[src/source/hazardPkg.sv]
`default_nettype none

package hazardPkg;

    // widths
    localparam int wordW   = 16;
    localparam int regIdxW = 3;
    localparam int opcodeW = 3;
    localparam int numRegs = 8;
    localparam int STAGES  = 4;   // ID, EX, MEM, WB

    typedef logic [wordW-1:0]   wordT;
    typedef logic [regIdxW-1:0] regIdxT;
    typedef logic [opcodeW-1:0] opcodeT;

    // instruction field positions
    localparam int opcodeMsb = 15;
    localparam int opcodeLsb = 13;
    localparam int rsMsb     = 10;
    localparam int rsLsb     = 8;
    localparam int rtMsb     = 7;
    localparam int rtLsb     = 5;
    localparam int rdMsb     = 4;
    localparam int rdLsb     = 2;
    localparam int immMsb    = 4;   // overlaps rd, only loads/stores read it as an offset
    localparam int immLsb    = 0;

    // opcode classes
    localparam opcodeT opNop    = 3'b000;
    localparam opcodeT opJump   = 3'b001;
    localparam opcodeT opAlu    = 3'b010;
    localparam opcodeT opBranch = 3'b011;
    localparam opcodeT opLoad   = 3'b100;
    localparam opcodeT opStore  = 3'b101;
    localparam opcodeT opAddi   = 3'b110;
    localparam opcodeT opRsvd   = 3'b111;   // behaves as nop

    typedef struct packed {
        regIdxT rs;
        regIdxT rt;
        regIdxT rd;
        logic   writesReg;
        logic   memEnable;
        logic   isJump;      // jump or branch
        wordT   memAddr;
    } decodedT;

    // what the tracker remembers about each issued slot
    typedef struct packed {
        logic   valid;
        regIdxT rd;
        logic   writesReg;
        logic   memEnable;
        wordT   memAddr;
    } stageEntryT;

    typedef struct packed {
        logic   valid;
        wordT   instr;
        regIdxT rd;
        logic   writesReg;
        logic   memEnable;
        wordT   memAddr;
    } issueT;

    typedef struct packed {
        logic   en;
        regIdxT idx;
        wordT   data;
    } wbWriteT;

    typedef enum logic {
        ackIdle,
        ackHigh
    } ackStateT;

endpackage

`default_nettype wire
[src/source/issueFront.sv]
`timescale 1ns/1ps
`default_nettype none

module issueFront
    import hazardPkg::*;
(
    input  logic    clk,
    input  logic    rst,
    input  logic    inReq,
    input  wordT    inInstr,
    output logic    inAck,
    input  wbWriteT wbWrite,
    output issueT   issueOut
);

    regIdxT                  rsIdx;
    wordT                    baseData;
    decodedT                 dec;
    stageEntryT              insert;
    stageEntryT [STAGES-1:0] stages;
    logic                    pending;
    logic                    take;
    logic                    drop;

    regFile u_regFile (
        .clk     (clk),
        .rst     (rst),
        .rdIdx   (rsIdx),
        .rdData  (baseData),
        .wbWrite (wbWrite)
    );

    instrDecode u_instrDecode (
        .instr    (inInstr),
        .baseData (baseData),
        .rsIdx    (rsIdx),
        .dec      (dec)
    );

    stageTracker u_stageTracker (
        .clk    (clk),
        .rst    (rst),
        .insert (insert),
        .stages (stages)
    );

    hazardDetect u_hazardDetect (
        .clk     (clk),
        .rst     (rst),
        .pending (pending),
        .dec     (dec),
        .stages  (stages),
        .take    (take),
        .drop    (drop)
    );

    issueControl u_issueControl (
        .clk      (clk),
        .rst      (rst),
        .inReq    (inReq),
        .inAck    (inAck),
        .pending  (pending),
        .take     (take),
        .drop     (drop),
        .dec      (dec),
        .instr    (inInstr),
        .insert   (insert),
        .issueOut (issueOut)
    );

endmodule

`default_nettype wire

[src/source/issueControl.sv]
`timescale 1ns/1ps
`default_nettype none

module issueControl
    import hazardPkg::*;
(
    input  logic       clk,
    input  logic       rst,
    input  logic       inReq,
    output logic       inAck,
    output logic       pending,
    input  logic       take,
    input  logic       drop,
    input  decodedT    dec,
    input  wordT       instr,
    output stageEntryT insert,
    output issueT      issueOut
);

    ackStateT state;
    ackStateT stateNext;
    logic     issueNow;

    assign issueNow = take && !drop;

    // four-phase handshake
    always_comb begin
        stateNext = state;
        case (state)
            ackIdle: if (take) stateNext = ackHigh;       // ack once consumed
            ackHigh: if (!inReq) stateNext = ackIdle;     // wait for req to drop
            default: stateNext = ackIdle;
        endcase
    end

    always_ff @(posedge clk) begin
        if (rst) begin
            state <= ackIdle;
        end else begin
            state <= stateNext;
        end
    end

    assign inAck   = (state == ackHigh);
    assign pending = inReq && (state == ackIdle);

    // one-cycle issue pulse, payload held until the next issue
    always_ff @(posedge clk) begin
        if (rst) begin
            issueOut.valid <= 1'b0;
        end else begin
            issueOut.valid <= issueNow;
        end
        if (issueNow) begin
            issueOut.instr     <= instr;
            issueOut.rd        <= dec.rd;
            issueOut.writesReg <= dec.writesReg;
            issueOut.memEnable <= dec.memEnable;
            issueOut.memAddr   <= dec.memAddr;
        end
    end

    // bubble on stall or squash
    always_comb begin
        insert = '0;
        if (issueNow) begin
            insert.valid     = 1'b1;
            insert.rd        = dec.rd;
            insert.writesReg = dec.writesReg;
            insert.memEnable = dec.memEnable;
            insert.memAddr   = dec.memAddr;
        end
    end

endmodule

`default_nettype wire

[src/source/hazardDetect.sv]
`timescale 1ns/1ps
`default_nettype none

module hazardDetect
    import hazardPkg::*;
(
    input  logic                    clk,
    input  logic                    rst,
    input  logic                    pending,
    input  decodedT                 dec,
    input  stageEntryT [STAGES-1:0] stages,
    output logic                    take,
    output logic                    drop
);

    logic [STAGES-1:0] regHit;
    logic [STAGES-1:0] memHit;
    logic              regHazard;
    logic              memHazard;
    logic              squash;   // last taken instruction was a jump or branch

    // per-stage comparisons
    always_comb begin
        for (int i = 0; i < STAGES; i++) begin
            regHit[i] = stages[i].valid && stages[i].writesReg &&
                        ((stages[i].rd == dec.rs) || (stages[i].rd == dec.rt));

            // both sides must touch memory
            memHit[i] = stages[i].valid && stages[i].memEnable && dec.memEnable &&
                        (stages[i].memAddr == dec.memAddr);
        end
    end

    assign regHazard = |regHit;
    assign memHazard = |memHit;

    // a squashed slot is consumed whatever its hazards
    assign take = pending && (squash || !(regHazard || memHazard));
    assign drop = take && squash;

    always_ff @(posedge clk) begin
        if (rst) begin
            squash <= 1'b0;
        end else if (take) begin
            squash <= !drop && dec.isJump;   // a dropped jump arms nothing
        end
    end

endmodule

`default_nettype wire

[src/source/stageTracker.sv]
`timescale 1ns/1ps
`default_nettype none

module stageTracker
    import hazardPkg::*;
(
    input  logic                    clk,
    input  logic                    rst,
    input  stageEntryT              insert,   // issued record or bubble
    output stageEntryT [STAGES-1:0] stages    // 0 is ID, STAGES-1 is WB
);

    stageEntryT [STAGES-1:0] pipe;

    // one step older every clock, no hold
    always_ff @(posedge clk) begin
        if (rst) begin
            pipe <= '0;
        end else begin
            pipe <= {pipe[STAGES-2:0], insert};
        end
    end

    assign stages = pipe;

endmodule

`default_nettype wire

[src/source/instrDecode.sv]
`timescale 1ns/1ps
`default_nettype none

module instrDecode
    import hazardPkg::*;
(
    input  wordT    instr,
    input  wordT    baseData,   // register file value of rs
    output regIdxT  rsIdx,
    output decodedT dec
);

    opcodeT opcode;
    wordT   immExt;
    logic   writesReg;
    logic   memEnable;
    logic   isJump;

    assign opcode = instr[opcodeMsb:opcodeLsb];
    assign rsIdx  = instr[rsMsb:rsLsb];

    // sign-extend the 5-bit offset
    assign immExt = {{(wordW - (immMsb - immLsb + 1)){instr[immMsb]}},
                     instr[immMsb:immLsb]};

    always_comb begin
        writesReg = 1'b0;
        memEnable = 1'b0;
        isJump    = 1'b0;
        case (opcode)
            opAlu, opAddi: begin
                writesReg = 1'b1;
            end
            opLoad: begin
                writesReg = 1'b1;
                memEnable = 1'b1;
            end
            opStore: begin
                memEnable = 1'b1;
            end
            opJump, opBranch: begin
                isJump = 1'b1;   // next instruction gets squashed
            end
            opNop, opRsvd: begin
                writesReg = 1'b0;
            end
            default: begin
                writesReg = 1'b0;
            end
        endcase
    end

    always_comb begin
        dec.rs        = instr[rsMsb:rsLsb];
        dec.rt        = instr[rtMsb:rtLsb];
        dec.rd        = instr[rdMsb:rdLsb];
        dec.writesReg = writesReg;
        dec.memEnable = memEnable;
        dec.isJump    = isJump;
        dec.memAddr   = baseData + immExt;   // formed for every opcode, used only with memEnable
    end

endmodule

`default_nettype wire

[src/source/regFile.sv]
`timescale 1ns/1ps
`default_nettype none

module regFile
    import hazardPkg::*;
(
    input  logic    clk,
    input  logic    rst,
    input  regIdxT  rdIdx,
    output wordT    rdData,
    input  wbWriteT wbWrite
);

    wordT regs [numRegs];

    // write-back port, registers start at zero
    always_ff @(posedge clk) begin
        if (rst) begin
            for (int i = 0; i < numRegs; i++) begin
                regs[i] <= '0;
            end
        end else if (wbWrite.en) begin
            regs[wbWrite.idx] <= wbWrite.data;
        end
    end

    // no bypass, a same-cycle write shows up on the next read
    assign rdData = regs[rdIdx];

endmodule

`default_nettype wire

[config.mk]
export PLATFORM = sky130hd
export DESIGN_NAME = issueFront
export DESIGN_NICKNAME = d
export VERILOG_FILES = /design/src/source/hazardPkg.sv /design/src/source/issueFront.sv /design/src/source/issueControl.sv /design/src/source/hazardDetect.sv /design/src/source/stageTracker.sv /design/src/source/instrDecode.sv /design/src/source/regFile.sv
export SDC_FILE = /design/constraint.sdc
export NUM_CORES = 1
export LEC_CHECK = 0
export BUFFER_PORTS_ARGS = -buffer_cell sky130_fd_sc_hd__buf_2
export CORE_MARGIN = 2
export CORE_UTILIZATION = 45
export DETAILED_ROUTE_END_ITERATION = 7
export PLACE_DENSITY_LB_ADDON = 0.08
export SLEW_MARGIN = 20
export SYNTH_ARGS = -nofsm -noshare
export SYNTH_HDL_FRONTEND = slang
export SYNTH_SLANG_ARGS = --single-unit
[constraint.sdc]
create_clock -name clk -period 9.3 [get_ports clk]
set_clock_uncertainty 0.15 [all_clocks]
set_input_delay 0.93 -clock clk [delete_from_list [all_inputs] [get_ports clk]]
set_output_delay 0.93 -clock clk [all_outputs]
set_load 0.005 [all_outputs]
Word level (Yosys, flattened, before mapping)
Memories as Yosys holds them, arrays and structs flattened. Cells that the tools add are included.

Add/subtract/negate cells: 1. Eq/ne operators: 18. Muxes and demuxes: 15. Bitwise operators: 2. Reduce and logical (&&, ||, !) cells: 40.

Operators by type and width (count): == test 16 bit (4); logical AND 1 bit (25); == test 3 bit (8); two-way mux 22 bit (1); adder 16 bit (1); two-way mux 16 bit (1); OR reduction 16 bit (1); two-way mux 1 bit (11); == test 3 bit, second input constant (3); OR reduction 4 bit (2); == test 3 x 2 -> 1 bit, second input constant (2); logical OR 1 bit (6); OR reduction 2 bit (3); == test 3 x 1 -> 1 bit, second input constant (1); two-way mux 3 bit (1); OR reduction 3 bit (1); logical NOT 1 bit (2); inverter 1 bit (2); one-hot mux 1 bit (2 select lines) (1).

Flip-flop bits (word level): 128. Bits in writable memories: 128. Output and inout bits: 39. Memories kept: 1.

Memory list: u_regFile.regs (depth 8, bits a word 16, rd ports 1, clocked after Yosys merged registers in 0, wr ports 8, RTL line regFile.sv:14) `wordT regs [numRegs];`.

Logic depth before layout (Yosys ltp)
Word-level depth: 15. Depth in mapped cells: 19. Depth with buffers taken out: 14.

Hierarchy
A second synthesis with hierarchy kept.

Cell total of the unflattened synthesis: 891. Area, all modules: 11584.9 µm².

Modules (own cells, without submodules): regFile (times used 1, cells an instance 373, area an instance 5845.6 µm², sequential area each 3843.7 µm²); stageTracker (times used 1, cells an instance 185, area an instance 2372.3 µm², sequential area each 1761.7 µm²); issueControl (times used 1, cells an instance 68, area an instance 1352.5 µm², sequential area each 1151.1 µm²); hazardDetect (times used 1, cells an instance 150, area an instance 1137.3 µm², sequential area each 20.0 µm²); instrDecode (times used 1, cells an instance 115, area an instance 877.1 µm², sequential area each 0.0 µm²).

Least setup slack after synthesis
No wires, ideal clock.

Kind: input to register. Start point: input inInstr[8]. End point: register u_issueControl.issueOut[0] (netlist name). Arrival time: 7313 ps. Setup slack: 1369 ps. Stages: 17. Cell sequence: buf_2 -> buf_1 -> mux4_2 -> mux2_2 -> ha_1 -> fa_1 -> a211oi_2 -> o21a_1 -> buf_6 -> nor2_2 -> a221oi_4 -> xnor3_1 -> nor3_1 -> nand4_1 -> o2111ai_2 -> buf_6 -> nor3_1.

Longest elaborated chain between the ends: 12. Elaborated cells between the ends (all ways): 31.

Ends and longest elaborated chain: from (decl) (RTL line issueFront.sv:10) `input wordT inInstr,`; memory read (8 x 16 bit); adder 16 bit (RTL line instrDecode.sv:60) `dec.memAddr = baseData + immExt;`; == test 16 bit (RTL line hazardDetect.sv:30) `(stages[i].memAddr == dec.memAddr);`; logical AND 1 bit (RTL line hazardDetect.sv:29) `memHit[i] = stages[i].valid && stages[i].memEnable && dec.memEnable &&`; OR reduction 4 bit (RTL line hazardDetect.sv:35) `assign memHazard = |memHit;`; logical OR 1 bit (*) (RTL line hazardDetect.sv:38) `assign take = pending && (squash || !(regHazard || memHazard));`; logical NOT 1 bit (*) (RTL line hazardDetect.sv:38); logical OR 1 bit (*) (RTL line hazardDetect.sv:38); logical AND 1 bit (*) (RTL line hazardDetect.sv:38); logical AND 1 bit (RTL line hazardDetect.sv:39) `assign drop = take && squash;`; logical NOT 1 bit (RTL line issueControl.sv:24) `assign issueNow = take && !drop;`; logical AND 1 bit (*) (RTL line issueControl.sv:24); via u_issueControl.issueNow (RTL line issueControl.sv:22) `logic issueNow;`.

The timed path passes the listed nets; every way through them passes the cells marked *. A chain may end at the register's enable or synchronous reset.

==> results.md <==
* Postcts setup bufs at 0
* First-pass GRT wire length at 45100 um
* # port buffers at 77
* Final GP Congestion at 0.844
* Pwr/cell area at 220 nW/um^2
* Setup_tns at 0 ns
* Clock root buffer: clkbuf_16
* Antenna diodes at 0
* Num CTS Buffers at 28
* Max incr delay on CP at 0.66 ns
* Combinational group share of total power at 20.1%
* Total gr overflow at 0
* WL/cell at 20.5 um
* Final worst-path cycle share at 66.5%
* CTS tree: yes
* Hold Crit Class: flip-flop to flip-flop
* Die ar. at 28300 um^2
* Syn Inst Count at 962
* CP max stage cell: a2111oi_0
* Synth Cell Area at 12100 um^2
* Synth cell types at 74
* Seq/Total Area, Yosys at 54.9%
* Critical path endpoint category: flip-flop
* WP data required at 9.39 ns
* Switching power share of the total at 27.3%
* Iteration-0 DRC count of the detailed router at 417
* Pin count of the biggest net entering global routing at 78
* Post-detail-place hpwl at 18800 um
* Startpoint types: input port
* Crit Path Max Fanout at 34
* Nets at 1085
* Latest clock arrival within the worst-skew pair at 0.54 ns
* Fmax at 0.162 GHz
* Fillers at 2322
* Maximum clock insertion buffer count at 3
* Post-synth EDFFs at 162
* Switch Pwr at 0.000823 W
* Drt first pass iters at 4
* Reg clk slew, reported paths at 0.06 ns
* RSZ-0062 raised after global routing: false
* Worst Max-Slew Pin Slew at 0.964 ns
* Leakage power at 5.12 nW
* Initial core utilization at 45.4%
* P&R area growth vs syn at 13.3%
* CP Buf/Inv Count at 3
* H-Tree Depth at 1
* CP Class: input port to flip-flop
* Placed cell areas at 12800 um^2
* Fin. Hold Viols at 0
* Mapped Nets at 1017
* Via-per-instance ratio at 5.32
* Slew Viols, Final at 0
* Max-Cap Viols at 0
* Fraction of layout cells with a size suffix above 1 at 19.4%
* Async S/R FF share, synth at 0%
* Core ar. at 26700 um^2
* Hold_buf cts at 0
* Vias in the first global route at 7721
* Crit path max-delay family: compound AO/OA/AOI/OAI gates
* Clk pwr share at 37.0%
* Post-Route WL at 28500 um
* Synth Area per Inst at 12.6 um^2
* Power Internal at 0.00220 W
* Remaining antenna violation count at 0
* IO Pins at 78
* All-Layer GR Usage at 20.7%
* Status: finished, final reports clean
* DRC Markers at 0
* Die Y at 168 um
* FF+latch count, synth at 252
* Ys flop type: edfxtp_1
* FP Rows at 60
* IR Drop Worst-Case VDD at 0.000130 V
* Final min period at 6.18 ns
* Initial antenna violation count at 2
* Ys Warns at 0
* Die width at 168 um
* WP data arrival at 6.27 ns
* Max_slew headroom at 35.7%
* Cell Chain, Critical Path: buf_2 -> buf_4 -> mux4_2 -> mux2_2 -> ha_1 -> fa_1 -> xor2_1 -> nor4b_1 -> o2111ai_1 -> a2111oi_0 -> o2111ai_1 -> a2111oi_0 -> nand4_1 -> o2111ai_2 -> nor3_2 -> buf_4
* Post-Layout Inst Area at 13700 um^2
* DR vias at 7417
* Cts repair resizes at 0
* Flop pwr share at 42.9%
* CTS Sinks at 252
* Final setup fails at 0
## cell families (layout without fill, tap and decap cells)
| group | count (synthesis) | after routing | share of synthesized area [%] |
|---|---|---|---|
| multiplexers | 50 | 50 | 7.58 |
| buffers and inverters | 83 | 173 | 2.99 |
| flip-flops | 252 | 252 | 54.9 |
| AO/OA/AOI/OAI | 95 | 95 | 5.86 |
| XOR/XNOR | 108 | 108 | 9.35 |
| adder cells (fa/ha/maj) | 16 | 16 | 1.71 |
| AND/OR/NAND/NOR | 358 | 358 | 17.6 |
## cell usage after synthesis (4+ instances only)
cell type / instances / area, um^2
edfxtp_1: 162 / 4860
buf_4: 5 / 37.5
buf_1: 6 / 22.5
a2111oi_0: 4 / 35.0
xor2_1: 39 / 342
o21ai_0: 11 / 55.1
nand2b_1: 5 / 31.3
a21oi_1: 22 / 110
o21a_1: 7 / 52.6
nor4b_1: 5 / 43.8
ha_1: 15 / 188
buf_2: 8 / 40.0
dfxtp_1: 90 / 1800
nand2_1: 21 / 78.8
clkbuf_1: 30 / 113
xnor3_1: 11 / 248
xnor2_1: 54 / 473
mux4_2: 32 / 721
inv_1: 31 / 116
nand3_1: 8 / 40.0
a31oi_1: 5 / 31.3
nand3b_1: 6 / 45.0
o211ai_1: 9 / 67.6
mux2_2: 15 / 169
or2_2: 9 / 56.3
nand4_1: 14 / 87.6
nor4_1: 6 / 37.5
nor3_1: 42 / 210
nor2_1: 23 / 86.3
and2_1: 129 / 807
nor2b_1: 67 / 419
o2111ai_1: 5 / 43.8
## layer usage
metal  part of all wire, %  track usage (%)  vias up  wire [um]
met5                 0.063                0        -         18
met3                   3.8             2.89       43       1090
li1                      -                -     3594          -
met4                   2.2             4.57        4        624
met2                    48             35.2      149      13600
met1                    46             28.4     3627      13100
## power groups by stage
stage / clock network, W / registers (W) / logic (W)
6_report: 0.00112 / 0.00130 / 0.000605
5_1_grt: 0.00118 / 0.00130 / 0.000665
4_1_cts: 0.00114 / 0.00130 / 0.000609
3_5_place_dp: 0 / 0.00132 / 0.000605
3_3_place_gp: 0 / 0.00132 / 0.000605
2_1_floorplan: 0 / 0.00131 / 0.000437
## stage by stage
step	setup WS [ns]	hold slack, ns	instances	util, %	total power [W]
after CTS	3.02	0.315	1393	51.4	0.00304
after detailed placement	2.47	0.303	1341	47.9	0.00192
after global placement	2.60	0.293	1341	47.9	0.00192
after global routing	2.55	0.327	1393	51.4	0.00315
after floorplan	1.37	0.288	962	-	0.00175
final	3.12	0.313	1393	51.4	0.00302
## final timing paths
check / slack, ns / end / cells past startpoint / from
hold reg to reg: 0.31 / u_stageTracker.stages[82]$_SDFF_PP0_ / 1 / u_stageTracker.stages[60]$_SDFF_PP0_
setup / recovery: 3.12 / u_issueControl.issueOut[2]$_DFFE_PP_ / 16 / inInstr[8]
hold / removal: 0.31 / u_stageTracker.stages[82]$_SDFF_PP0_ / 1 / u_stageTracker.stages[60]$_SDFF_PP0_
setup reg to reg: 4.11 / u_issueControl.issueOut[2]$_DFFE_PP_ / 14 / u_regFile.regs[7][0]$_SDFFCE_PN0P_
## state kept, by name, summed over array words and instances, names as in the netlist
name                     count
u_hazardDetect.squash        1
u_issueControl.issueOut     35
u_regFile.regs             128
u_stageTracker.stages       87
u_issueControl.inAck         1
## cell usage in the layout, fill, tap and decap left out, types with 9 or more instances in the layout
master,Yosys,final
nor2_1,23,23
buf_2,8,77
ha_1,15,15
nand4_1,14,14
xnor2_1,54,54
o21ai_0,11,11
a21oi_1,22,22
and2_1,129,129
buf_4,5,13
mux2_2,15,15
edfxtp_1,162,162
xnor3_1,11,11
nand2_1,21,21
clkbuf_16,0,28
dfxtp_1,90,90
o211ai_1,9,9
inv_1,31,31
or2_2,9,9
xor2_1,39,39
mux4_2,32,32
nor2b_1,67,67
nor3_1,42,39
## area by class of cell
| cell class | count | area (um^2) | share of cell area [%] |
|---|---|---|---|
| flip-flops and latches | 252 | 6670 | 48.5 |
| repair buffers | 90 | 483 | 3.51 |
| clock inverters | 14 | 174 | 1.27 |
| multi-input cells | 627 | 5120 | 37.3 |
| inverters | 31 | 116 | 0.847 |
| clock buffers | 38 | 758 | 5.52 |
| well taps | 341 | 427 | 3.10 |
(Power assumes the default switching activity.)
